**src/source/frontend_pkg.sv**
```systemverilog
/* shared front end constants: address width, BTB sizing, request buffer depth
   and the next-PC source enum */

`default_nettype none

package frontend_pkg;

    // ------------------------------------------------------------
    // addressing
    // ------------------------------------------------------------
    // virtual address width, every PC and target uses it
    localparam int unsigned VADDR_WIDTH = 64;

    // ------------------------------------------------------------
    // branch target buffer
    // ------------------------------------------------------------
    // number of direct-mapped entries
    localparam int unsigned BTB_ENTRIES = 16;
    // index is taken from pc[5:2]
    localparam int unsigned BTB_INDEX_BITS = 4;
    // per-entry counter, top bit set means predict taken
    localparam int unsigned SAT_COUNTER_BITS = 2;

    // ------------------------------------------------------------
    // fetch request buffer
    // ------------------------------------------------------------
    // two requests can be in flight towards the fetch side
    localparam int unsigned FETCH_BUF_DEPTH = 2;

    // reason why a fetch address was chosen
    typedef enum logic [2:0] {
        // default PC + 4
        SRC_SEQ        = 3'd0,
        // taken prediction from the BTB
        SRC_PREDICT    = 3'd1,
        // correction after a resolved mispredict
        SRC_MISPREDICT = 3'd2,
        // set-PC request from debug
        SRC_DEBUG      = 3'd3,
        // jump to the trap vector
        SRC_EXCEPTION  = 3'd4,
        // return from exception to epc
        SRC_ERET       = 3'd5,
        // pipeline flush, restart after the committed PC
        SRC_FLUSH      = 3'd6
    } pc_src_e;

endpackage

`default_nettype wire

```
**src/source/fetch_buffer.sv**
```systemverilog
/* two-entry fetch request queue with valid/ready on both sides,
   emptied by a redirect clear */

`timescale 1ns/1ps
`default_nettype none

module fetch_buffer
    import frontend_pkg::*;
(
    input  wire logic                   clk_i,
    input  wire logic                   rst_ni,
    // drop everything held, a push in the same cycle survives
    input  wire logic                   clear_i,
    // write side from the PC stage
    input  wire logic                   push_valid_i,
    input  wire logic [VADDR_WIDTH-1:0] push_addr_i,
    input  wire logic                   push_pred_i,
    input  wire pc_src_e                push_src_i,
    output logic                        push_ready_o,
    // read side towards fetch
    input  wire logic                   pop_ready_i,
    output logic                        pop_valid_o,
    output logic [VADDR_WIDTH-1:0]      pop_addr_o,
    output logic                        pop_pred_o,
    output pc_src_e                     pop_src_o
);

    // request storage
    logic [VADDR_WIDTH-1:0]             addr_q [FETCH_BUF_DEPTH];
    logic                               pred_q [FETCH_BUF_DEPTH];
    pc_src_e                            src_q  [FETCH_BUF_DEPTH];

    logic [$clog2(FETCH_BUF_DEPTH)-1:0] wr_ptr_q, rd_ptr_q;
    logic [$clog2(FETCH_BUF_DEPTH+1)-1:0] count_q;

    logic                               push_acc;
    logic                               pop_acc;

    // a clear frees the whole buffer for the incoming redirect address
    assign push_ready_o = (count_q < FETCH_BUF_DEPTH) || clear_i;
    // stale entries never leave during a clear
    assign pop_valid_o  = (count_q != '0) && !clear_i;

    assign push_acc = push_valid_i && push_ready_o;
    assign pop_acc  = pop_valid_o && pop_ready_i;

    assign pop_addr_o = addr_q[rd_ptr_q];
    assign pop_pred_o = pred_q[rd_ptr_q];
    assign pop_src_o  = src_q[rd_ptr_q];

    // ------------------------------------------------------------
    // pointers and fill count
    // ------------------------------------------------------------
    always_ff @(posedge clk_i or negedge rst_ni) begin : ptr_regs
        if (!rst_ni) begin
            wr_ptr_q <= '0;
            rd_ptr_q <= '0;
            count_q  <= '0;
        end else begin
            wr_ptr_q <= wr_ptr_q + push_acc;
            if (clear_i) begin
                // read pointer jumps to the write slot
                rd_ptr_q <= wr_ptr_q;
                count_q  <= push_acc;
            end else begin
                rd_ptr_q <= rd_ptr_q + pop_acc;
                count_q  <= count_q + push_acc - pop_acc;
            end
        end
    end

    always_ff @(posedge clk_i) begin : data_regs
        if (push_acc) begin
            addr_q[wr_ptr_q] <= push_addr_i;
            pred_q[wr_ptr_q] <= push_pred_i;
            src_q[wr_ptr_q]  <= push_src_i;
        end
    end

endmodule

`default_nettype wire

```
**config.mk**
```make
export PLATFORM = sky130hd
export DESIGN_NAME = fetch_buffer
export DESIGN_NICKNAME = d
export VERILOG_FILES = /design/src/source/frontend_pkg.sv /design/src/source/fetch_buffer.sv
export SDC_FILE = /design/constraint.sdc
export NUM_CORES = 1
export LEC_CHECK = 0
export BUFFER_PORTS_ARGS = -buffer_cell sky130_fd_sc_hd__buf_2
export CORE_MARGIN = 1.5
export CORE_UTILIZATION = 55
export DETAILED_ROUTE_END_ITERATION = 12
export PLACE_DENSITY_LB_ADDON = 0.15
export SYNTH_ARGS = -nofsm -noshare
export SYNTH_HDL_FRONTEND = slang
export SYNTH_SLANG_ARGS = --single-unit
```
**constraint.sdc**
```tcl
create_clock -name clk_i -period 4.3 [get_ports clk_i]
set_input_delay 0.86 -clock clk_i [delete_from_list [all_inputs] [get_ports clk_i]]
set_output_delay 0.86 -clock clk_i [all_outputs]
set_load 0.01 [all_outputs]
```
==> results.txt <==
Antenna fix cells = 0
CTS Root Cell = clkbuf_8
GRT overflow = 0
Vias in the first global route = 2577
Crit. Startpoint = rd_ptr_q
# Post-CTS Setup Buffers = 0
Placement Cell Area = 6010 um^2
Leakage = 0.00253 uW
Initial DRC count = 71
Largest net degree at the start of global routing = 70
Peak supply drop = 0.546 mV
Synth warn = 0
Nets = 468
Post-DRT Antenna Nets = 0
Max Transition Viols Final = 0
Area grow syn2layout = 26.6%
Critical path arrival = 2.19 ns
Htree depth = 4
Highest clock rate = 0.328 GHz
Cells after synthesis = 238
Worst hold slack = 0.160 ns
Post-layout min period = 3.05 ns
Num CTS Buffers = 17
Synthesized area per cell = 21.8 um^2
CTS tree = yes
Critical Path Sink Type = output port
Maximum root-to-sink buffer count = 2
DP HPWL = 5200 um
Initial Util = 56.5%
WS Path Type = reg2out
Hold/Removal Path Class = in2async
Pre-antenna DRT Iters = 4
Routed len/inst = 16.6 um
Xor/xnor share of the synthesized area = 0.337%
IO Port Bufs = 142
Area share of fa/ha/maj cells after synthesis = 0.963%
Row cnt = 35
Worst Tran Pin Value = 1.00 ns
Clk slew on worst S/H paths = 0.06 ns
Post-route DRC = 0
Register area share after synthesis = 80.5%
Crit share post-route = 70.9%
Global-route wire length before repair = 12600 um
Routability cong. = 0.777
Crit path to = pop_addr_o[53]
Req. time, crit path = 3.44 ns
CP Launch Type = flip-flop
Internal reg-to-reg setup slack = 2.32 ns
Compound-Gate Fraction of Synth Area = 0.193%
Hold buffer count at CTS = 0
Die height = 100 um
Layout cells sized above 1 = 60.4%
Post-Syn Nets = 315
#FFs+latches synth = 140
Worst-skew pair later-pin latency = 0.50 ns
Max cap viols = 0
Post-CTS Resized = 0
Design area = 6580 um^2
Setup violators final = 0
Top fanout value on the critical path = 69
Worst reg2reg endpoint = addr_q[1][48]
Vias per cell = 5.06
Multiplexer share of the synthesized area = 15.7%
RSZ-0062 raised after global routing = no
R2R depth = 4
Hold Violations, Final = 0
Clock Skew = 0.00711 ns
Die W = 100 um
Simple-gate portion of the synthesized area = 0.819%
Most common cell after layout, fill and taps aside = buf_2
Synth unique cells = 16
RR Startpoint = count_q[1]
Most frequent cells in the layout = buf_2 (142), edfxtp_1 (136), mux2_2 (59), clkbuf_16 (16), mux2_4 (10)
Slew margin rel. = 33.3%
Post-Synthesis Cell Area = 5200 um^2
DR vias = 2605
Core Region = 9200 um^2
Die area = 10000 um^2
# fillers = 586
WL final = 8550 um
Post-route setup TNS = 0 ns
Status = complete, no violations
Initial antenna violation count = 0
Tot GR Track Use = 17.4%
P per Cell Area = 671 nW/um^2
Sink Count = 140
Combinational family with the most area after synthesis = multiplexers
I/O Pins = 143
-- power by group --
group / internal [uW] / total [uW] / switching [uW]
sequential: 1820 / 2010 / 195
combinational: 551 / 1050 / 498
clock: 825 / 1350 / 529
-- sequential cells by signal (all words and copies together), names as in the netlist --
register / count
wr_ptr_q: 1
pred_q: 2
src_q: 6
count_q: 2
rd_ptr_q: 1
addr_q: 128
-- synthesized netlist by cell type --
cell      instances  area, um^2
nand2_1           2        7.51
edfxtp_1        136        4080
nor2_1            3        11.3
mux2_2           59         664
buf_6             2        22.5
nor3_1            1        5.00
buf_2             5        25.0
mux2_4           10         150
and2_1            2        12.5
xor2_1            2        17.5
buf_8             1        15.0
dfrtp_1           4         100
inv_1             4        15.0
ha_1              4        50.1
o21ai_0           2        10.0
nand2b_1          1        6.26
-- cell type report --
cell class	instances	area [um^2]	area share, %
sequential	140	4190	63.7
inverter	4	15.0	0.228
clock inverter	14	146	2.23
multi-input combinational	86	960	14.6
timing repair buffer	142	711	10.8
clock buffer	18	418	6.35
tap	111	139	2.11
-- logic make-up (layout without fill, tap and decap cells) --
family | count (synthesis) | count (layout)
compound gates | 2 | 2
xor+xnor | 2 | 2
fa+ha+maj | 4 | 4
buf+inv | 12 | 178
flops | 140 | 140
mux | 69 | 69
simple gates | 9 | 9
-- worst min-delay path by stage --
stage / startpoint / to / cells after the start
floorplan: wr_ptr_q / rd_ptr_q / 2
global placement: count_q[1] / count_q[1] / 2
detailed placement: wr_ptr_q / rd_ptr_q / 2
CTS: rst_ni / count_q[0] / 1
global route: rst_ni / count_q[0] / 1
finish: rst_ni / count_q[0] / 1
-- per-stage QoR --
| stage | util [%] | power [uW] | std cells | setup slack (ns) |
|---|---|---|---|---|
| final | 71.5 | 4420 | 515 | 1.25 |
| after global routing | 71.5 | 4610 | 515 | 1.14 |
| after CTS | 71.5 | 4470 | 515 | 1.20 |
| after detailed placement | 65.4 | 3110 | 483 | 1.70 |
| after global placement | 65.4 | 3090 | 483 | 1.74 |
| after floorplan | - | 2710 | 238 | 1.05 |
-- metal layers --
layer  GRT usage (%)  wire (um)  share of wire, %  vias to the layer above
met4            7.80        125               1.5                        0
li1                -          -                 -                     1241
met2            27.7       4290                50                       90
met1            21.5       3580                42                     1264
met3            6.34        550               6.4                       10
met5               0          0                 0                        -
-- worst max-delay path: stages (launching register included) --
cell	delay [ns]
dfrtp_4	1.09
mux2_2	0.45
buf_2	0.15
(Power assumes the default switching activity.)
